--- config.mk ---
export PLATFORM = sky130hd
export DESIGN_NAME = lane_combine
export DESIGN_NICKNAME = d
export VERILOG_FILES = /design/src/rtl/lane_data_pkg.sv /design/src/rtl/lane_ctrl_pkg.sv /design/src/rtl/lane_combine.sv
export VERILOG_INCLUDE_DIRS = /design/src /design/src/rtl
export SDC_FILE = /design/constraint.sdc
export NUM_CORES = 1
export LEC_CHECK = 0
export ABC_AREA = 0
export BUFFER_PORTS_ARGS = -buffer_cell sky130_fd_sc_hd__buf_2
export CORE_AREA = 2 2 227 229
export CTS_CLUSTER_SIZE = 16
export DETAILED_ROUTE_END_ITERATION = 12
export DIE_AREA = 0 0 229 231
export PLACE_DENSITY = 0.56
export SETUP_SLACK_MARGIN = 0.5
export SKIP_LAST_GASP = 1
export SLEW_MARGIN = 40
export SYNTH_ARGS = -nofsm -noshare
export SYNTH_HDL_FRONTEND = slang
export SYNTH_SLANG_ARGS = --single-unit
--- constraint.sdc ---
create_clock -name clk -period 5.1 [get_ports clk]
set_clock_uncertainty 0.15 [all_clocks]
set_input_delay 0.255 -clock clk [delete_from_list [all_inputs] [get_ports clk]]
set_output_delay 0.255 -clock clk [all_outputs]
set_load 0.05 [all_outputs]
--- src/rtl/lane_cfg.svh ---
`ifndef LANE_CFG_SVH
`define LANE_CFG_SVH

// *********************************************************************
// datapath geometry
// *********************************************************************

// bits per signed lane
`define LANE_WIDTH 18

// lanes processed in parallel
`define LANES 8

// fraction bits of the fixed-point format
`define FRAC_BITS 15

// register stages in the scale pipe, also the bias delay depth
// must be at least 2 (operand register plus multiply register)
`define MUL_STAGES 3

`endif

--- src/rtl/lane_data_pkg.sv ---
`include "lane_cfg.svh"

package lane_data_pkg;

	// *********************************************************************
	// lane data words
	// *********************************************************************

	// one signed fixed-point lane
	typedef logic signed [`LANE_WIDTH-1:0] lane_word;

	// full vector of lanes, lane 0 in the low bits
	typedef struct packed {
		lane_word [`LANES-1:0] lane;
	} lane_vec;

	// full product of two lanes before the fraction shift
	typedef logic signed [2*`LANE_WIDTH-1:0] prod_word;

endpackage

--- src/rtl/lane_ctrl_pkg.sv ---
package lane_ctrl_pkg;

	// *********************************************************************
	// opcodes and command words
	// *********************************************************************

	typedef enum logic [1:0] {
		OP_MAC    = 2'd0,
		OP_MUL    = 2'd1,
		OP_BYPASS = 2'd2
	} lane_op;

	// one command per input vector
	typedef struct packed {
		lane_op                  op;
		lane_data_pkg::lane_word coef;
	} lane_cmd;

	// control that rides with the product through the scale pipe
	typedef struct packed {
		logic   valid;
		lane_op op;
	} pipe_tag;

endpackage

--- src/rtl/lane_combine.sv ---
`timescale 1ns/10ps
`include "lane_cfg.svh"

module lane_combine (
	input  logic                                 clk,
	input  logic                                 reset,
	input  logic                                 enable,
	input  lane_data_pkg::prod_word [`LANES-1:0] prod_vec,
	input  lane_ctrl_pkg::pipe_tag               tag,
	input  lane_data_pkg::lane_vec               b_aligned,
	output logic                                 out_valid,
	output lane_data_pkg::lane_vec               y
);

	// one guard bit over the product for the bias add
	localparam int SUM_W = 2*`LANE_WIDTH + 1;

	typedef logic signed [SUM_W-1:0] sum_t;

	localparam lane_data_pkg::lane_word LANE_MAX = {1'b0, {(`LANE_WIDTH-1){1'b1}}};
	localparam lane_data_pkg::lane_word LANE_MIN = {1'b1, {(`LANE_WIDTH-1){1'b0}}};

	sum_t                   scaled [`LANES];
	sum_t                   bias [`LANES];
	sum_t                   sum [`LANES];
	lane_data_pkg::lane_vec y_next;

	// floor shift, opcode select, add and clamp per lane
	always_comb begin
		for (int i = 0; i < `LANES; i++) begin
			scaled[i] = sum_t'(prod_vec[i] >>> `FRAC_BITS);
			bias[i]   = sum_t'(b_aligned.lane[i]);
			case (tag.op)
				lane_ctrl_pkg::OP_MAC:    sum[i] = scaled[i] + bias[i];
				lane_ctrl_pkg::OP_MUL:    sum[i] = scaled[i];
				lane_ctrl_pkg::OP_BYPASS: sum[i] = bias[i];
				default:                  sum[i] = '0;
			endcase
			if (sum[i] > sum_t'(LANE_MAX)) begin
				y_next.lane[i] = LANE_MAX;
			end else if (sum[i] < sum_t'(LANE_MIN)) begin
				y_next.lane[i] = LANE_MIN;
			end else begin
				y_next.lane[i] = sum[i][`LANE_WIDTH-1:0];
			end
		end
	end

	// y only moves on a valid result and otherwise keeps the last one
	always_ff @(posedge clk) begin
		if (reset) begin
			out_valid <= 1'b0;
			y         <= '0;
		end else if (enable) begin
			out_valid <= tag.valid;
			if (tag.valid) begin
				y <= y_next;
			end
		end
	end

endmodule

Word level (Yosys, flattened, before mapping) --
Index checks and enable logic that the tools add are counted.
Word-level totals: input bits 438, word-level logic and storage cells 61, output and inout port bits 145, flip-flop bits (word level) 145
Operators by class: muxes and demuxes 24, magnitude comparators 16, $add $sub $neg 8, reduce and logical (&&, ||, !) cells 2, eq/ne operators 2
Operators by type and width (number):
- 37-bit case mux with 3 select lines | 8
- 37-bit by 18-bit greater-than comparator with 1-bit output (second input constant) | 8
- 37-bit by 18-bit < comparator with 1-bit output (second input constant) | 8
- 18-bit 2-to-1 mux | 16
- 21-bit by 18-bit adder with 22-bit output | 8
- 2-bit by 1-bit equality test with 1-bit output (second input constant) | 1
- 2-bit equality test (second input constant) | 1
- 2-bit logical NOT | 1
- 2-bit AND reduction | 1

Longest topological paths before layout --
Gate-level depths: netlist of the first run.
depth in word-level cells 5, mapped depth 15, gate-level depth less buffers 13

Least setup slack after synthesis of the first run --
Ideal clock, no wire load.
path type input port to flip-flop, start point input prod_vec[267] (netlist name), end point register y[133] (netlist name), arrival 3.557 ns, path slack 1.259 ns, data required time 4.816 ns, cell stages on the path 14, setup time 0.134 ns, buffers on the path 1, path through ha_1 -> inv_1 -> fa_1 -> and2b_1 -> o31a_1 -> o41ai_1 -> o31ai_1 -> o311a_1 -> mux2i_1 -> a221o_1 -> or4_1 -> a31oi_4 -> buf_4 -> a211oi_1
Between the ends: longest elaborated chain between the ends 5, elaborated cells on any way between the ends 6, those cells by class add/sub (1); order compare (2); mux (3)
Ends and longest elaborated chain:
- start, declared | RTL line lane_combine.sv:8 | input lane_data_pkg::prod_word [`LANES-1:0] prod_vec,
- 21-bit by 18-bit adder with 22-bit output | RTL line lane_combine.sv:34 | lane_ctrl_pkg::OP_MAC: sum[i] = scaled[i] + bias[i];
- 37-bit case mux with 3 select lines (*) | RTL line lane_combine.sv:33 | case (tag.op)
- 37-bit by 18-bit < comparator with 1-bit output | RTL line lane_combine.sv:41 | end else if (sum[i] < sum_t'(LANE_MIN)) begin
- 18-bit 2-to-1 mux | RTL line lane_combine.sv:41
- 18-bit 2-to-1 mux (*) | RTL line lane_combine.sv:39 | if (sum[i] > sum_t'(LANE_MAX)) begin
- end signal, assigned | RTL line lane_combine.sv:57 | y <= y_next;
- end, declared | RTL line lane_combine.sv:12 | output lane_data_pkg::lane_vec y
Mark *: on every way between the ends. The rest lies on a longest branch, timed or not. A chain may end at the register's enable or synchronous reset.

Final worst setup path of the first run --
start point input prod_vec[267] (netlist name), end point register y[137] (netlist name)
The elaborated chain is that of the path after synthesis.

==> results.md, run 1 <==
- Register bit total from synthesis: 145
- GRT Overall Usage: 24.3%
- Cell taking the most area after synthesis: dfxtp_1
- Final Core Density: 41.3%
- CP Launch Point: prod_vec[267]
- Share of post-route cells with drive strength above 1: 20.2%
- Remaining global-route overflow: 0
- Fmax: 234 MHz
- Top fanout value on the critical path: 17
- Gr busiest metal: met2
- Die Wd: 229 um
- Peak VDD IR: 0.247 mV
- Main synth FF type: dfxtp_1
- Crit path launch type: primary input
- Placer Congestion: 0.912
- Drt via density: 5.62
- Vias in the first global route: 18800
- Synth warnings: 0
- Cell Rows: 83
- Clock sink count: 145
- Worst endpoint data arrival time: 4460 ps
- PortBufs: 462
- Clk pin slew, worst setup/hold paths: 60 ps
- CTS tree: done
- IO Pins: 583
- WS Path Type: in -> reg
- Fin crit period: 4270 ps
- CP max-delay cell: or4_1
- Most frequent cells after synthesis: 266 x nand2_1, 247 x nor2_1, 242 x o21ai_0
- Htree depth: 4
- EDFF count, synth: 0
- Met2 Resource Use GR: 40.6%
- Fin crit share: 83.7%
- Highest cell delay on the worst timing path: 580 ps
- Top post-synthesis cells by area: dfxtp_1 17%, ha_1 13%, o21ai_0 7.3%, a21oi_1 6.4%, nand2_1 6.0%
- DIE AREA: 52900 um^2
- WP data required: 5290 ps
- Distinct cells, synth: 76
- Syn_nets: 2948
- RSZ-0062 raised after global routing: false
- Leak pwr: 0.00962 uW
- Root buffer cell: clkbuf_16
- First-pass DRT Iterations: 6
- Largest net degree at the start of global routing: 129
- Slew @ Worst Pin: 830 ps
- Total wire length after detailed routing: 65900 um
- Final Max Tran Viols: 0
- Yosys top cell area share: 17.5%
- Fin Hold WS: 32.6 ps
- Inserted Clock Buffers: 17
- FF-to-FF path depth: 3
- Async set-or-reset flop fraction in the synthesized netlist: 0%
- Routed vias: 19600
- First-pass GRT wire length: 102000 um
- PostCTS Resize Cnt: 0
- End of the critical path: y[137]$_SDFFE_PP0P_
- Power per Cell Area: 240 nW/um^2
- Origin of the critical flop-to-flop path: y[0]$_SDFFE_PP0P_
- Max clock buf depth: 2
- FF-to-FF setup slack: 3990 ps
- Area grow syn2layout: 26.1%
- DRC viols: 0
- Initial Util: 32.8%
- Initial antenna violation count: 22
- Most numerous cell in the Yosys netlist: nand2_1
- Initial detailed-routing violation count: 1257
- Max Cap Viol: 0
- Power Total: 5030 uW
- Run status: completed
- Synthesized area: 16600 um^2
- Final count of negative-setup-slack endpoints: 0
- Min-delay worst type: in -> reg
- Sequential share of the synthesized area: 17.5%
- Die height: 231 um
- CP Capture Type: register
- Cell total after placement: 3377
- Final Hold Violating Endpoints: 0
- Synthesized instance count: 2334
- Total negative slack: 0 ps
- Avg Cell Area, Syn: 7.11 um^2
- Max_slew headroom: 43.2%
- Fin cells: 3483
- Clk_lat worst skew: 490 ps
- Dpl hpwl: 50200 um
- Met1 Use GR: 29.6%
- Critical path, cell by cell: dlygate4sd3_1 -> buf_2 -> ha_1 -> inv_1 -> fa_1 -> and2b_1 -> o31a_1 -> o41ai_1 -> buf_4 -> o31ai_1 -> o311a_1 -> mux2i_1 -> a221o_1 -> or4_1 -> a31oi_4 -> buf_12 -> a211oi_1
- Routed Antenna Nets: 0
- Drt wl/cell: 18.9 um
- R2r endpoint: y[0]$_SDFFE_PP0P_
- Met3 Use GR: 6.61%
- Core Region: 50700 um^2
- Total Nets Final: 3387
[how the worst min path moves through the flow]
stage	start	end	slack, ps	depth (start not counted)
2_1_floorplan	enable	out_valid$_SDFFE_PP0P_	290	2
3_5_place_dp	out_valid$_SDFFE_PP0P_	out_valid$_SDFFE_PP0P_	320	2
5_1_grt	prod_vec[207]	y[102]$_SDFFE_PP0P_	10	3
3_3_place_gp	out_valid$_SDFFE_PP0P_	out_valid$_SDFFE_PP0P_	310	2
4_1_cts	prod_vec[166]	y[79]$_SDFFE_PP0P_	0.1	5
6_report	prod_vec[58]	y[25]$_SDFFE_PP0P_	30	5
[sequential cells by signal (all words and copies together) (netlist names)]
signal and count:
y 144, out_valid 1
[report_power, final]
group / switching (uW) / internal, uW / total, uW
clock: 609 / 788 / 1400
sequential: 53.4 / 1230 / 1290
combinational: 1480 / 865 / 2340
total: 2140 / 2890 / 5030
[repair_timing]
item	CTS	global route
buffers inserted	0	1
setup endpoints to repair	0	17
hold buffers	55	0
hold endpoints to repair	55	0
[placed cells by master, fill, tap and decap left out, drive strengths merged, types with 55 or more instances in the layout]
cell type    count
dlygate4sd3     55
dfxtp          145
ha             168
a21oi          212
inv             84
a211oi         110
o21ai          246
a21o            73
nand2          266
nor2           247
buf            497
[routing by layer]
layer / up-vias / routed length [um]
met1: 9222 / 27900
met2: 681 / 30900
met3: 115 / 5290
met4: 18 / 1700
li1: 9551 / -
met5: - / 122
[cell type report]
class,count,area [um^2]
Fill cell,5356,29800
Multi-Input combinational cell,1975,12900
Timing Repair Buffer,553,3300
Sequential cell,145,2900
Tap cell,680,851
Clock buffer,18,439
Inverter,81,304
Clock inverter,14,181
Antenna cell,17,42.5
[logic make-up (layout without fill, tap and decap cells)]
group	after synthesis	after routing	share of synthesized area [%]
adder cells (fa/ha/maj)	176	176	13.6
flip-flops	145	145	17.5
XOR/XNOR	100	100	5.28
multiplexers	28	28	1.69
AO/OA/AOI/OAI	935	935	37.3
AND/OR/NAND/NOR	736	736	19.7
buffers and inverters	214	666	4.97
other	0	17	0
[through the flow]
step / cell area (um^2) / setup WS, ps
after detailed placement: 19700 / 685
after global placement: 19500 / 723
after floorplan: 16600 / 1260
after CTS: 20800 / 698
final: 20900 / 830
after global routing: 20900 / 605
[critical path, delay by kind of cell]
family | cells | cell delay [ps]
compound gates | 7 | 1680
buf+inv | 5 | 1040
simple gates | 2 | 820
mux | 1 | 70
fa+ha+maj | 2 | 590
No activity file was read; power rests on OpenSTA's default activity.
==> run 2: changes to the inputs <==
ABC_AREA = 1   (was 0)
CORE_AREA = 2 2 229 231   (was 2 2 227 229)
DIE_AREA = 0 0 231 233   (was 0 0 229 231)
PLACE_DENSITY = 0.65   (was 0.56)
clock period = 3.91 ns   (was 5.1 ns; I/O delays follow)
==> results.md, run 2 <==
- Run status: completed
- Peak VDD IR: 0.319 mV (+29%)
- Critical path, cell by cell: dlygate4sd3_1 -> buf_2 -> ha_1 -> inv_1 -> fa_1 -> inv_1 -> nand3_1 -> nand3_1 -> a21oi_1 -> o21ai_0 -> a21oi_1 -> o21ai_0 -> nand3_1 -> dlygate4sd3_1 -> nand2_1 -> a21oi_2
- Finished layout cell area: 25500 um^2 (+22%)
- Inserted Clock Buffers: 17 (unchanged)
- RSZ-0062 raised after global routing: false
- CTS tree: done
- Clock sink count: 145 (unchanged)
- Final Max Tran Viols: 0 (unchanged)
- Dpl hpwl: 54400 um (+8.5%)
- Fin crit period: 3280 ps
- Distinct cells, synth: 45 (-41%)
- Fmax: 305 MHz
- WP buf/inv: 5 (unchanged)
- Synthesized instance count: 3599 (+54%)
- DRC viols: 0 (unchanged)
- First-pass GRT wire length: 114000 um (+12%)
- Fill cell total of the finished layout: 5523 (+3.1%)
- Highest cell delay on the worst timing path: 560 ps (-20 ps)
- Fin crit share: 84.0%
- GRT Overall Usage: 26.0% (+1.8 points)
- Crit path launch type: primary input
- Commonest cells after routing, fill and taps aside: 1336 x nand2_1, 524 x inv_1, 462 x buf_2
- Async set-or-reset flop fraction in the synthesized netlist: 0% (unchanged)
- Avg Cell Area, Syn: 5.58 um^2 (-22%)
- Area grow syn2layout: 27.1%
- Initial Util: 39.3% (+6.6 points)
- Htree depth: 4 (unchanged)
- Delay-heaviest family, CP: buffers and inverters
- Max Cap Viol: 0 (unchanged)
- Largest register FFs: 144 (unchanged)
- Most numerous cell in the Yosys netlist: nand2_1
- Most common cell on crit path: nand3_1
- Routed vias: 24500 (+25%)
- DIE AREA: 53800 um^2 (+1.7%)
- Total wire length after detailed routing: 71300 um (+8.1%)
- Routed Antenna Nets: 0 (unchanged)
- Remaining global-route overflow: 0 (unchanged)
- Drt wl/cell: 14.5 um (-23%)
- Die height: 233 um (+0.87%)
- Top fanout value on the critical path: 4 (-13)
- Power per Cell Area: 272 nW/um^2 (+13%)
- Leak pwr: 0.0138 uW (+44%)
- Sequential share of the synthesized area: 14.4% (-3.0 points)
- Initial detailed-routing violation count: 1285 (+2.2%)
- Cell taking the most area after synthesis: nand2_1
- IO Pins: 583 (unchanged)
- Main synth FF type: dfxtp_1
- Cell Rows: 83 (unchanged)
- Top post-synthesis cells by area: nand2_1 25%, dfxtp_1 14%, ha_1 10%, inv_1 9.8%, nand3_1 6.7%
- Max_slew headroom: 49.8% (+6.5 points)
- Final count of negative-setup-slack endpoints: 0 (unchanged)
- Placed inst area: 22900 um^2 (+16%)
- Largest net degree at the start of global routing: 101 (-22%)
- Register bit total from synthesis: 145 (unchanged)
- Core Region: 51100 um^2 (+0.82%)
- Min-delay worst type: in -> reg
- Syn_nets: 4213 (+43%)
- Clk_lat worst skew: 490 ps (about the same)
- Post-CTS setup buffer count: 0 (unchanged)
- CP max-delay cell: dlygate4sd3_1
- Most common cell after layout, fill and taps aside: nand2_1
- Sequential Area: 2900 um^2 (unchanged)
- Drt via density: 4.98 (-11%)
- Synthesized area: 20100 um^2 (+21%)
- Multi-input logic area: 14600 um^2 (+13%)
- Initial antenna violation count: 34 (+55%)
- WP data required: 4110 ps (-1180 ps)
- Yosys top cell area share: 25.0% (+7.5 points)
- Placer Congestion: 0.913 (+0.13%)
- Worst endpoint data arrival time: 3490 ps (-970 ps)
- Root buffer cell: clkbuf_16
- Total Nets Final: 4812 (+42%)
- EDFF count, synth: 0 (unchanged)
- Slew @ Worst Pin: 753 ps (-76.4 ps)
- Synth warnings: 0 (unchanged)
- Clk pin slew, worst setup/hold paths: 70 ps (about the same)
- First-pass DRT Iterations: 5 (-1)
- Final Hold Violating Endpoints: 0 (unchanged)
- WS Path Type: in -> reg
- Share of post-route cells with drive strength above 1: 16.5% (-3.7 points)
- Register bank with the most flops: y
- PortBufs: 462 (unchanged)
- Die Wd: 231 um (+0.87%)
- Most frequent cells after synthesis: 1336 x nand2_1, 524 x inv_1, 270 x nand3_1
- Max clock buf depth: 2 (unchanged)
- Vias in the first global route: 22900 (+22%)
- Total negative slack: 0 ps (unchanged)
- Regs by FF count: y x144, out_valid x1
- Final Core Density: 50.0% (+8.7 points)
- CP Capture Type: register
-- run 2: cell types whose count changed in the layout (fill, tap and decap cells not counted), sizes merged, moves of 28 or more --
cell	change
a22oi	-36
nand2	+1096
dlygate4sd3	+142
xor2	-29
xnor2	-36
a21oi	+77
a221o	-31
a211oi	-110
a21o	-73
inv	+453
nand3	+231
nand4	+37
mux2i	-28
-- run 2: final timing paths --
kind | slack [ps] | cells after the start | to | from
setup reg to reg | 2580 | 3 | out_valid$_SDFFE_PP0P_ | out_valid$_SDFFE_PP0P_
hold / removal | 30 | 6 | y[36]$_SDFFE_PP0P_ | prod_vec[87]
hold reg to reg | 310 | 2 | y[89]$_SDFFE_PP0P_ | y[89]$_SDFFE_PP0P_
setup / recovery | 630 | 16 | y[138]$_SDFFE_PP0P_ | prod_vec[267]
-- run 2: what timing repair did --
action                     in CTS  in global routing
hold endpoints to repair      109                  0
setup endpoints to repair       0                  6
hold buffers                  197                  0
gates resized for setup         0                  6
-- run 2: tightest hold or removal path: cells and delay by family --
family          cells  cell delay (ps)
compound gates      2              160
simple gates        3              190
buf+inv             1              100
-- run 2: final cells by class --
cell class	instances	area share (%)
multi-input cells	2821	57.3
repair buffers	677	17.3
flip-flops and latches	145	11.4
inverters	536	7.94
well taps	680	3.33
clock buffers	17	1.67
clock inverters	15	0.838
diodes	21	0.206
-- run 2: per-layer routing --
metal | vias up | track usage [%] | part of all wire, %
met2 | 613 | 43.9 | 46
li1 | 12700 | - | -
met4 | 30 | 7.96 | 2.2
met1 | 10900 | 32.3 | 45
met3 | 123 | 6.97 | 7.0
met5 | - | 0 | 0.29
-- run 2: cell families (layout without fill, tap and decap cells) --
logic type               count (synthesis)  count (layout)  synth area share [%]
AND/OR/NAND/NOR                       1994            1994                  41.1
buffers and inverters                  633            1245                  12.8
AO/OA/AOI/OAI                          616             616                  18.9
adder cells (fa/ha/maj)                176             176                  11.3
flip-flops                             145             145                  14.4
XOR/XNOR                                35              35                  1.53
other                                    0              21                     0
-- run 2: report_power, final --
group,total (uW),switching (uW),internal (uW)
Sequential,1650,54.6,1590
Combinational,3410,2190,1220
Clock,1890,768,1130
Total,6950,3010,3930
-- run 2: per-stage QoR --
step	cells	setup slack, ps	hold slack, ps	power, uW
6_report	4912	627	33.5	6950
5_1_grt	4904	500	44.4	7450
4_1_cts	4891	635	0.0990	6970
3_5_place_dp	4662	806	303	4810
3_3_place_gp	4662	842	300	4790
2_1_floorplan	3599	1630	204	4000
