[config.mk]
export PLATFORM = sky130hd
export DESIGN_NAME = lane_delay_group
export DESIGN_NICKNAME = d
export VERILOG_FILES = /design/src/rtl/lane_data_pkg.sv /design/src/rtl/lane_delay_line.sv /design/src/rtl/lane_delay_group.sv
export VERILOG_INCLUDE_DIRS = /design/src /design/src/rtl
export SDC_FILE = /design/constraint.sdc
export NUM_CORES = 1
export LEC_CHECK = 0
export BUFFER_PORTS_ARGS = -buffer_cell sky130_fd_sc_hd__buf_4
export CORE_UTILIZATION = 50
export CTS_CLUSTER_SIZE = 14
export DETAILED_ROUTE_END_ITERATION = 12
export GPL_ROUTABILITY_DRIVEN = 0
export PLACE_DENSITY = 0.71
export SYNTH_ARGS = -nofsm -noshare
export SYNTH_HDL_FRONTEND = slang
export SYNTH_SLANG_ARGS = --single-unit
[constraint.sdc]
create_clock -name clk -period 15.61 [get_ports clk]
set_clock_uncertainty 0.2 [all_clocks]
set_input_delay 4.683 -clock clk [delete_from_list [all_inputs] [get_ports clk]]
set_output_delay 4.683 -clock clk [all_outputs]
set_load 0.02 [all_outputs]
[src/rtl/lane_cfg.svh]
`ifndef LANE_CFG_SVH
`define LANE_CFG_SVH

// *********************************************************************
// datapath geometry
// *********************************************************************

// bits per signed lane
`define LANE_WIDTH 18

// lanes processed in parallel
`define LANES 8

// fraction bits of the fixed-point format
`define FRAC_BITS 15

// register stages in the scale pipe, also the bias delay depth
// must be at least 2 (operand register plus multiply register)
`define MUL_STAGES 3

`endif

[src/rtl/lane_data_pkg.sv]
`include "lane_cfg.svh"

package lane_data_pkg;

	// *********************************************************************
	// lane data words
	// *********************************************************************

	// one signed fixed-point lane
	typedef logic signed [`LANE_WIDTH-1:0] lane_word;

	// full vector of lanes, lane 0 in the low bits
	typedef struct packed {
		lane_word [`LANES-1:0] lane;
	} lane_vec;

	// full product of two lanes before the fraction shift
	typedef logic signed [2*`LANE_WIDTH-1:0] prod_word;

endpackage

[src/rtl/lane_delay_line.sv]
`timescale 1ns/10ps

module lane_delay_line #(
	parameter int DEPTH = 1
) (
	input  logic                    clk,
	input  logic                    reset,
	input  logic                    enable,
	input  lane_data_pkg::lane_word d,
	output lane_data_pkg::lane_word q
);

	lane_data_pkg::lane_word stage [DEPTH];

	// shift one place per enabled edge
	always_ff @(posedge clk) begin
		if (reset) begin
			for (int i = 0; i < DEPTH; i++) begin
				stage[i] <= '0;
			end
		end else if (enable) begin
			stage[0] <= d;
			for (int i = 1; i < DEPTH; i++) begin
				stage[i] <= stage[i-1];
			end
		end
	end

	assign q = stage[DEPTH-1];

endmodule

[src/rtl/lane_delay_group.sv]
`timescale 1ns/10ps
`include "lane_cfg.svh"

module lane_delay_group (
	input  logic                   clk,
	input  logic                   reset,
	input  logic                   enable,
	input  lane_data_pkg::lane_vec b,
	output lane_data_pkg::lane_vec b_aligned
);

	lane_data_pkg::lane_word q_lane [`LANES];

	// one delay line per lane, depth matched to the scale pipe
	for (genvar i = 0; i < `LANES; i++) begin : g_lane
		lane_delay_line #(
			.DEPTH(`MUL_STAGES)
		) u_line (
			.clk   (clk),
			.reset (reset),
			.enable(enable),
			.d     (b.lane[i]),
			.q     (q_lane[i])
		);
	end

	always_comb begin
		for (int i = 0; i < `LANES; i++) begin
			b_aligned.lane[i] = q_lane[i];
		end
	end

endmodule

# Yosys cells after proc, flatten, opt, wreduce, memory -nomap -nowiden
# Memories as Yosys holds them, arrays and structs flattened.
# Cells that the tools add are included.
[totals]
romBits = 0
word_cells = 61
latch_bits = 0
memories = 8
reg_bits = 0
input_bits = 147
ramBits = 432
out_inout_bits = 144
[mem_list]
columns = ["memory", "depth", "word_bits", "rd", "rd_clocked_by_memory_dff", "write_ports", "line", "source"]
rows = [
  ["g_lane[0].u_line.stage", 3, 18, 3, 0, 3, "lane_delay_line.sv:13", "lane_data_pkg::lane_word stage [DEPTH];"],
  ["g_lane[1].u_line.stage", 3, 18, 3, 0, 3, "lane_delay_line.sv:13", ""],
  ["g_lane[2].u_line.stage", 3, 18, 3, 0, 3, "lane_delay_line.sv:13", ""],
  ["g_lane[3].u_line.stage", 3, 18, 3, 0, 3, "lane_delay_line.sv:13", ""],
  ["g_lane[4].u_line.stage", 3, 18, 3, 0, 3, "lane_delay_line.sv:13", ""],
  ["g_lane[5].u_line.stage", 3, 18, 3, 0, 3, "lane_delay_line.sv:13", ""],
  ["2 more memories", "--", "--", "--", "--", "--", "--", ""],
]
[op_classes]
n_mux = 29
shift = 0
multipliers = 0
n_lt_le_gt_ge = 0
eq_ne = 0
n_reduce_logical = 0
div = 0
n_bitwise = 24
addsub = 0
[ops]
columns = ["op", "n"]
rows = [
  ["$mux 18", 24],
  ["$or 1x1->1", 24],
  ["$mux 1", 5],
]

# Longest topological paths before layout
# Gate-level depths: netlist of the first run.
[depth]
depth_word = 4
ltp_mapped = 4
depth_no_buf = 1

# Cells and area by module
# A second synthesis of the first run with hierarchy kept.
[hier_totals]
hier_cells = 1104
area_unflattened_um2 = 18748.0
[by_module_without_submodules]
columns = ["mod", "instances", "area_per_inst_um2", "cells_each", "seq_area_each_um2"]
rows = [
  ["lane_delay_line", 8, 2343.5, 138, 1621.6],
]

# Worst setup path before layout of the first run
# OpenSTA, ideal clock, no wires.
[synth_path]
path_type = "input to register"
from = "input reset"
to = "memory g_lane[0].u_line.stage[0][0] (netlist name) (enable)"
slack_ns = 0.200
path_buffers = 3
setup_ns = 0.830
arrival_time_ns = 14.380
t_required_ns = 14.580
stages = 4
path_cell_list = "buf_6 > buf_12 > buf_6 > or2_1"
[synth_lines]
columns = ["item", "line", "source"]
rows = [
  ["start: declaration", "lane_delay_group.sv:6", "input logic reset,"],
  ["end: declaration", "lane_delay_line.sv:13", ""],
]

==> results.json, run 1 <==
{
  "status": "complete, no violations",
  "clock_sinks": 432,
  "final_hold_viols": 0,
  "drt_first_iter_violations": 507,
  "number_of_pins_with_negative_max_slew_slack_in_the_final_report": 0,
  "core_area_sq_um": 36700,
  "clock_tree_from_tritoncts": "yes",
  "cts_max_level": 2,
  "footprint_of_the_multi_input_gates_sq_um": 3840,
  "required_ns": 15.56,
  "drv_cap": 0,
  "grt_first_pass_wirelength_mm": 45.6,
  "postSynthCellCount": 1105,
  "global_route.usage.total_pct": 15.1,
  "power.clock.fraction_pct": 39.6,
  "gr-total-overflow": 0,
  "clock_latency_ns": 0.53,
  "clock_path_buffers": 3,
  "regMostFlops": "g_lane.u_line.stage",
  "area.sequential_sq_um": 13000,
  "antenna_left": 0,
  "dp.final_hpwl_mm": 16.9,
  "ys_types": 10,
  "vdd.ir_drop.worst_uv": 77.0,
  "dr_total_vias": 8537,
  "num_rows": 70,
  "worst_hold_path_type": "reg2reg",
  "die-width_um": 195,
  "combPwrFrac_pct": 7.1,
  "p_per_area_nw_per_um2": 123,
  "path_class": "in2reg",
  "yosys_register_bits": 432,
  "finalSetupViolCount": 0,
  "power.share.sequential_pct": 53.2,
  "die-height_um": 195,
  "drcViolationCount": 0,
  "tightestPinTransition_ns": 1.11,
  "detail_route.wl_per_cell_um": 17.1,
  "p_leak_nw": 10.0,
  "yosysSeqAreaShare_pct": 69.4,
  "arrival_ns": 7.59,
  "post_cts_hold_buffer_count": 0,
  "design.die.area_sq_um": 38100,
  "final_nets": 1358,
  "cp_common_cell": "sky130_fd_sc_hd__buf_4",
  "holdWs_ns": 0.351,
  "final_min_period_over_clock_period_pct": 48.9,
  "first_pass_iters": 4,
  "ioPinCount": 291,
  "syn_avg_cell_area_sq_um": 16.9,
  "largest_register_ffs": 432,
  "port-buffer-count": 290,
  "ys_warn_count": 0,
  "ctsResizeCount": 0,
  "timing.critical_path.slowest_stage_cell": "sky130_fd_sc_hd__buf_4",
  "layout_cell_share_with_drive_strength_beyond_1_pct": 31.8,
  "cp_max_fo": 155,
  "reg.largest.list": "g_lane.u_line.stage: 432 flops",
  "final.fill_count": 2808,
  "critPathLaunchType": "input port",
  "tns_ns": 0,
  "cts_bufs_inserted": 45,
  "grt_max_degree": 190,
  "timing.critical_path.slowest_cell_delay_ns": 0.86,
  "switching_power_w": 0.000535,
  "clk_pin_slew_worst_paths_ns": 0.06,
  "internal_power_w": 0.00206,
  "number_of_global_route_vias_before_repair": 8416,
  "area_delta_synth_final_pct": 12.9,
  "rsz0062_at_grt": "no",
  "cp.buffers_inverters": 3,
  "initial_core_util_pct": 50.9,
  "fmax_ghz": 0.131,
  "netlist_area_pre_place_sq_um": 18700,
  "family_with_the_most_delay_on_the_worst_path": "buffers and inverters",
  "wl_mm": 29.3,
  "post_drt_via_cell_ratio": 4.98,
  "synth.net_count": 1252,
  "cts.repair_timing.setup_buffer_count": 0,
  "cp_cell_instances": "buf_8 > or2_4 > buf_4 > buf_4",
  "timing.critical_path.to_type": "flop",
  "switching_share_pct": 20.6,
  "period_needed_ns": 7.64,
  "root_buffer_master": "sky130_fd_sc_hd__clkbuf_16",
  "slew_headroom_pct": 26.3,
  "grt_antenna_before_repair": 1
}
-- Yosys cell counts --
cell type | count | share of area, %
sky130_fd_sc_hd__buf_6 | 40 | 2.4
sky130_fd_sc_hd__or2_1 | 1 | 0.034
sky130_fd_sc_hd__and3b_2 | 36 | 1.9
sky130_fd_sc_hd__edfxtp_1 | 432 | 69
sky130_fd_sc_hd__and3b_1 | 396 | 19
sky130_fd_sc_hd__clkbuf_1 | 6 | 0.12
sky130_fd_sc_hd__buf_12 | 4 | 0.43
sky130_fd_sc_hd__clkbuf_2 | 1 | 0.027
sky130_fd_sc_hd__buf_4 | 147 | 5.9
sky130_fd_sc_hd__buf_2 | 42 | 1.1
-- cell type report --
class / instances / share of cell area, %
antenna: 1 / 0.0119
clock buffer: 60 / 5.81
clock inverter: 20 / 0.937
multi-input combinational: 433 / 18.2
sequential: 432 / 61.5
tap: 468 / 2.78
timing repair buffer: 299 / 10.8
-- cells by family after synthesis --
| logic type | synth area share [%] |
|---|---|
| buf+inv | 10.0 |
| simple gates | 20.5 |
| flops | 69.4 |
-- power groups by stage --
stage / registers, W / clock network [W] / logic (W)
6_report: 0.00138 / 0.00103 / 0.000186
5_1_grt: 0.00139 / 0.00110 / 0.000201
4_1_cts: 0.00138 / 0.00106 / 0.000188
3_5_place_dp: 0.00141 / 0 / 0.000188
3_3_place_gp: 0.00141 / 0 / 0.000186
2_1_floorplan: 0.00142 / 0 / 0.000149
-- layer usage --
metal	vias up	GRT usage [%]	wire length, um
met5	-	0	0
met4	0	5.75	806
met3	63	5.11	2250
met2	223	22.9	13200
met1	4033	20.3	13000
li1	4218	-	-
-- layout by cell type (no fill, tap or decap), drive strengths merged --
| cell | synthesis | layout |
|---|---|---|
| diode | 0 | 1 |
| bufinv | 0 | 4 |
| clkbuf | 7 | 60 |
| buf | 233 | 299 |
| edfxtp | 432 | 432 |
| clkinv | 0 | 14 |
| and3b | 432 | 432 |
| or2 | 1 | 1 |
| clkinvlp | 0 | 1 |
| inv | 0 | 1 |
-- worst paths after layout --
kind	start	to	slack [ns]	depth (start not counted)
worst min-delay path	g_lane[3].u_line.stage[0][32]$_SDFFCE_PN0P_	g_lane[3].u_line.stage[0][50]$_SDFFCE_PN0P_	0.35	1
worst max register to register	g_lane[2].u_line.stage[0][1]$_SDFFCE_PN0P_	g_lane[2].u_line.stage[0][19]$_SDFFCE_PN0P_	14.58	1
worst max-delay path	enable	g_lane[0].u_line.stage[0][7]$_SDFFCE_PN0P_	7.97	4
worst min register to register	g_lane[3].u_line.stage[0][32]$_SDFFCE_PN0P_	g_lane[3].u_line.stage[0][50]$_SDFFCE_PN0P_	0.35	1
-- per-stage QoR --
stage | cells | utilization (%) | worst slack, ns | power (W) | cell area [sq um]
2_1_floorplan | 1105 | - | 0.200 | 0.00157 | 18700
3_3_place_gp | 1632 | 53.6 | 7.50 | 0.00159 | 19700
5_1_grt | 1713 | 57.5 | 7.75 | 0.00269 | 21100
3_5_place_dp | 1632 | 53.6 | 7.46 | 0.00160 | 19700
6_report | 1713 | 57.5 | 7.97 | 0.00260 | 21100
4_1_cts | 1712 | 57.5 | 8.03 | 0.00263 | 21100
(Power assumes the default switching activity.)
==> run 2: changes to the inputs <==
PLACE_DENSITY = 0.69   (was 0.71)
clock period = 7.7 ns   (was 15.61 ns; I/O delays follow)
==> results.json, run 2 (synthesis results as in run 1) <==
{
  "status": "complete, no violations",
  "arrival_ns": 4.25,
  "detail_route.wl_per_cell_um": 17.5,
  "reg.largest.list": "g_lane.u_line.stage: 432 flops",
  "cts_max_level": 2,
  "r2r.worst_path.cells": 1,
  "mostFrequentLayoutCell": "sky130_fd_sc_hd__edfxtp_1",
  "timing.critical_path.to_type": "flop",
  "crit-reg2reg-launch": "g_lane[6].u_line.stage[0][3]$_SDFFCE_PN0P_",
  "ctsResizeCount": 0,
  "grt_first_pass_wirelength_mm": 47.1,
  "largest_register_ffs": 432,
  "most-common-layout-cells": "432 x sky130_fd_sc_hd__edfxtp_1, 396 x sky130_fd_sc_hd__and3b_1, 295 x sky130_fd_sc_hd__buf_4, 47 x sky130_fd_sc_hd__clkbuf_16, 36 x sky130_fd_sc_hd__and3b_2",
  "core_area_sq_um": 36700,
  "final_util_pct": 57.7,
  "final_hold_viols": 0,
  "p_per_area_nw_per_um2": 252,
  "dr_total_vias": 8671,
  "clock_path_buffers": 3,
  "r2r_setup_slack_ns": 6.66,
  "num_rows": 70,
  "cp_max_fo": 155,
  "wl_mm": 30.1,
  "grt.met1_usage_pct": 21.3,
  "period_needed_ns": 4.27,
  "clock_latency_ns": 0.55,
  "worst_hold_path_type": "reg2reg",
  "root_buffer_master": "sky130_fd_sc_hd__clkbuf_16",
  "path_class": "in2reg",
  "regMostFlops": "g_lane.u_line.stage",
  "final_min_period_over_clock_period_pct": 55.4,
  "dp.final_hpwl_mm": 17.2,
  "port-buffer-count": 290,
  "grt-busiest-layer": "met2",
  "grt_antenna_before_repair": 5,
  "layout_cell_share_with_drive_strength_beyond_1_pct": 32.2,
  "timing.critical_path.slowest_cell_delay_ns": 0.79,
  "drcViolationCount": 0,
  "antenna_left": 0,
  "post_drt_via_cell_ratio": 5.05,
  "clock_sinks": 432,
  "post_cts_hold_buffer_count": 0,
  "initial_core_util_pct": 50.9,
  "grt_max_degree": 280,
  "timing.critical_path.slowest_stage_cell": "sky130_fd_sc_hd__or2_4",
  "clk_pin_slew_worst_paths_ns": 0.06,
  "cts.repair_timing.setup_buffer_count": 0,
  "die-height_um": 195,
  "critPathLaunchType": "input port",
  "gr-usage-met2_pct": 23.7,
  "global_route.usage.total_pct": 15.7,
  "r2r-end": "g_lane[6].u_line.stage[0][21]$_SDFFCE_PN0P_",
  "area_delta_synth_final_pct": 13.4,
  "slew_headroom_pct": 13.4,
  "whs_endpoint": "g_lane[3].u_line.stage[0][50]$_SDFFCE_PN0P_",
  "tns_ns": 0,
  "hold-path-cell-count": 1,
  "gr-total-overflow": 0,
  "number_of_global_route_vias_before_repair": 8565,
  "cp_cell_instances": "buf_8 > or2_4 > buf_4",
  "cts_bufs_inserted": 45,
  "final_nets": 1359,
  "tightestPinTransition_ns": 1.30,
  "global_route.usage.met3_pct": 5.03,
  "design.die.area_sq_um": 38100,
  "die-width_um": 195,
  "clock_tree_from_tritoncts": "yes",
  "first_pass_iters": 4,
  "stdcell_count": 1718,
  "p_leak_nw": 10.1,
  "rsz0062_at_grt": "no",
  "ioPinCount": 291,
  "drv_cap": 0,
  "finalSetupViolCount": 0,
  "vdd.ir_drop.worst_uv": 145,
  "min-delay-start": "g_lane[3].u_line.stage[0][32]$_SDFFCE_PN0P_",
  "fmax_ghz": 0.234,
  "number_of_pins_with_negative_max_slew_slack_in_the_final_report": 0,
  "required_ns": 7.68,
  "drt_first_iter_violations": 425,
  "placed_cells_incl_taps": 1633
}
-- run 2: worst max path at each step --
stage / from / to
after floorplan: reset / g_lane[0].u_line.stage[0][0]$_SDFFCE_PN0P_
after global placement: reset / g_lane[3].u_line.stage[0][11]$_SDFFCE_PN0P_
after detailed placement: reset / g_lane[1].u_line.stage[0][42]$_SDFFCE_PN0P_
final: reset / g_lane[1].u_line.stage[0][1]$_SDFFCE_PN0P_
after global routing: reset / g_lane[3].u_line.stage[0][47]$_SDFFCE_PN0P_
after CTS: reset / g_lane[1].u_line.stage[0][42]$_SDFFCE_PN0P_
-- run 2: area by class of cell --
class                      instances  area, sq um
clock buffer                      56         1210
tap                              468          586
sequential                       432        13000
timing repair buffer             300         2300
antenna                            3         7.51
multi-input combinational        433         3840
fill                            2815        15500
clock inverter                    26          259
-- run 2: critical path: cells and delay by family --
family | cells | cell delay, ns
buffers and inverters | 2 | 1.03
AND/OR/NAND/NOR | 1 | 0.79
-- run 2: report_power, final --
group	internal [W]	total, W	switching [W]	leakage, nW
sequential	0.00276	0.00280	0.0000398	4.74
combinational	0.000175	0.000382	0.000206	4.60
clock	0.00128	0.00215	0.000866	0.723
-- run 2: metal layers --
| metal | up-vias | share of wire [%] | routed length (um) |
|---|---|---|---|
| li1 | 4224 | - | - |
| met1 | 4150 | 46 | 13700 |
| met2 | 236 | 45 | 13400 |
| met3 | 57 | 7.2 | 2160 |
| met4 | 4 | 2.6 | 776 |
| met5 | - | 0.090 | 27 |
-- run 2: per-stage QoR --
step	total power (W)	setup WS, ns	cell area, sq um	hold slack, ns
finish	0.00533	3.43	21200	0.348
global route	0.00552	3.24	21200	0.368
CTS	0.00540	3.35	21200	0.352
detailed placement	0.00324	2.76	19700	0.340
global placement	0.00323	2.79	19700	0.337
floorplan	0.00315	1.23	18700	0.331
==> run 3: changes to the inputs <==
clock period = 4 ns   (was 7.7 ns; I/O delays follow)
==> results.json, run 3 (synthesis results as in run 1) <==
{
  "largest_register_ffs": 432,
  "tightestPinTransition_ns": 0.987,
  "wl_mm": 29.8,
  "final_util_pct": 57.5,
  "arrival_ns": 1.15,
  "period_needed_ns": 2.55,
  "grt_first_pass_wirelength_mm": 46.0,
  "area_delta_synth_final_pct": 13.1,
  "cp_cell_instances": "buf_4",
  "drv_cap": 0,
  "final.setup.worst_slack_ns": 1.45,
  "mostFrequentLayoutCell": "sky130_fd_sc_hd__edfxtp_1",
  "vdd.ir_drop.worst_uv": 339,
  "rsz0062_at_grt": "no",
  "power.clock.fraction_pct": 37.4,
  "final_min_period_over_clock_period_pct": 63.8,
  "grt-busiest-layer": "met2",
  "timing.critical_path.slowest_stage_cell": "sky130_fd_sc_hd__edfxtp_1",
  "post_drt_via_cell_ratio": 5.04,
  "dr_total_vias": 8691,
  "layout_cell_share_with_drive_strength_beyond_1_pct": 32.0,
  "core_area_sq_um": 36700,
  "reg.largest.list": "g_lane.u_line.stage: 432 flops",
  "timing.critical_path.from": "g_lane[2].u_line.stage[0][38]$_SDFFCE_PN0P_",
  "gr-total-overflow": 0,
  "fmax_ghz": 0.392,
  "switching_share_pct": 21.2,
  "detail_route.wl_per_cell_um": 17.3,
  "initial_core_util_pct": 50.9,
  "timing.critical_path.to_type": "primary output",
  "drcViolationCount": 0,
  "cp.buffers_inverters": 1,
  "drt_first_iter_violations": 396,
  "cp_max_fo": 1,
  "die-width_um": 195,
  "path_class": "reg2out",
  "p_per_area_nw_per_um2": 464,
  "grt.met1_usage_pct": 19.7,
  "crit-reg2reg-launch": "g_lane[2].u_line.stage[0][4]$_SDFFCE_PN0P_",
  "p_leak_nw": 10.0,
  "dp.final_hpwl_mm": 17.9,
  "regMostFlops": "g_lane.u_line.stage",
  "switching_power_w": 0.00208,
  "holdWs_ns": 0.355,
  "number_of_global_route_vias_before_repair": 8484,
  "global_route.usage.total_pct": 15.5,
  "clock_tree_from_tritoncts": "yes",
  "power.share.sequential_pct": 55.0,
  "grt_max_degree": 246,
  "clock_sinks": 432,
  "port-buffer-count": 290,
  "design.die.area_sq_um": 38100,
  "internal_power_w": 0.00772,
  "cts_bufs_inserted": 44,
  "antenna_left": 0,
  "cts_max_level": 2,
  "slew_headroom_pct": 34.2,
  "combPwrFrac_pct": 7.6,
  "root_buffer_master": "sky130_fd_sc_hd__clkbuf_16",
  "number_of_pins_with_negative_max_slew_slack_in_the_final_report": 0,
  "post_cts_hold_buffer_count": 0,
  "first_pass_iters": 4,
  "clk_pin_slew_worst_paths_ns": 0.06,
  "final_nets": 1369,
  "critPathLaunchType": "flop",
  "clock_latency_ns": 0.55,
  "r2r_setup_slack_ns": 2.97,
  "grt_antenna_before_repair": 7,
  "most-common-layout-cells": "432 x sky130_fd_sc_hd__edfxtp_1, 396 x sky130_fd_sc_hd__and3b_1, 302 x sky130_fd_sc_hd__buf_4, 45 x sky130_fd_sc_hd__clkbuf_16, 36 x sky130_fd_sc_hd__and3b_2",
  "cts.repair_timing.setup_buffer_count": 0,
  "global_route.usage.met3_pct": 6.42,
  "die-height_um": 195,
  "family_with_the_most_delay_on_the_worst_path": "flip-flops",
  "worst_hold_path_type": "reg2reg",
  "ioPinCount": 291,
  "required_ns": 2.60,
  "ctsResizeCount": 0,
  "timing.critical_path.slowest_cell_delay_ns": 0.42,
  "status": "complete, no violations",
  "min-delay-start": "g_lane[0].u_line.stage[0][25]$_SDFFCE_PN0P_",
  "finalSetupViolCount": 0,
  "clock_path_buffers": 3,
  "post_placement_worst_setup_slack_ns": 0.996,
  "num_rows": 70,
  "gr-usage-met2_pct": 22.9,
  "final_hold_viols": 0
}
-- run 3: changes by cell type in the layout (fill, tap and decap cells not counted) --
cell,previous run,this run
sky130_fd_sc_hd__clkbuf_1,9,10
sky130_fd_sc_hd__bufinv_16,5,0
sky130_fd_sc_hd__diode_2,3,4
sky130_fd_sc_hd__buf_4,295,302
sky130_fd_sc_hd__clkbuf_16,47,45
sky130_fd_sc_hd__clkinv_1,9,15
sky130_fd_sc_hd__inv_6,2,3
sky130_fd_sc_hd__clkinv_2,8,4
sky130_fd_sc_hd__clkinv_4,2,1
sky130_fd_sc_hd__buf_12,3,7
-- run 3: per-layer routing --
metal	wire length, um	share of wire [%]	up-vias
li1	-	-	4258
met2	13400	45	221
met4	1060	3.5	6
met1	12700	43	4139
met5	40	0.13	-
met3	2680	9.0	67
-- run 3: cell type report --
cell class                      count  area, sq um
Tap cell                          468          586
Sequential cell                   432        13000
Clock inverter                     23          111
Multi-Input combinational cell    433         3840
Antenna cell                        4         10.0
Clock buffer                       55         1160
Fill cell                        2838        15600
Timing Repair Buffer              311         2440
-- run 3: power by group through the flow --
stage	clock (W)	combinational [W]	sequential [W]
after floorplan	0	0.000583	0.00548
after global placement	0	0.000744	0.00548
after detailed placement	0	0.000757	0.00549
after CTS	0.00379	0.000758	0.00540
after global routing	0.00395	0.000804	0.00542
final	0.00366	0.000747	0.00539
-- run 3: metrics by stage --
step                TNS [ns]  cell area [sq um]  cells  power, W
finish                     0              21100   1726   0.00980
global route               0              21100   1723    0.0102
CTS                        0              21100   1722   0.00995
detailed placement         0              19800   1644   0.00625
global placement           0              19800   1644   0.00622
floorplan            -571.53              18700   1105   0.00606
-- run 3: final timing paths --
path | cells past startpoint | to
worst max register to register | 1 | g_lane[2].u_line.stage[0][22]$_SDFFCE_PN0P_
worst max-delay path | 1 | b_aligned[38]
worst min-delay path | 1 | g_lane[0].u_line.stage[0][43]$_SDFFCE_PN0P_
worst min register to register | 1 | g_lane[0].u_line.stage[0][43]$_SDFFCE_PN0P_
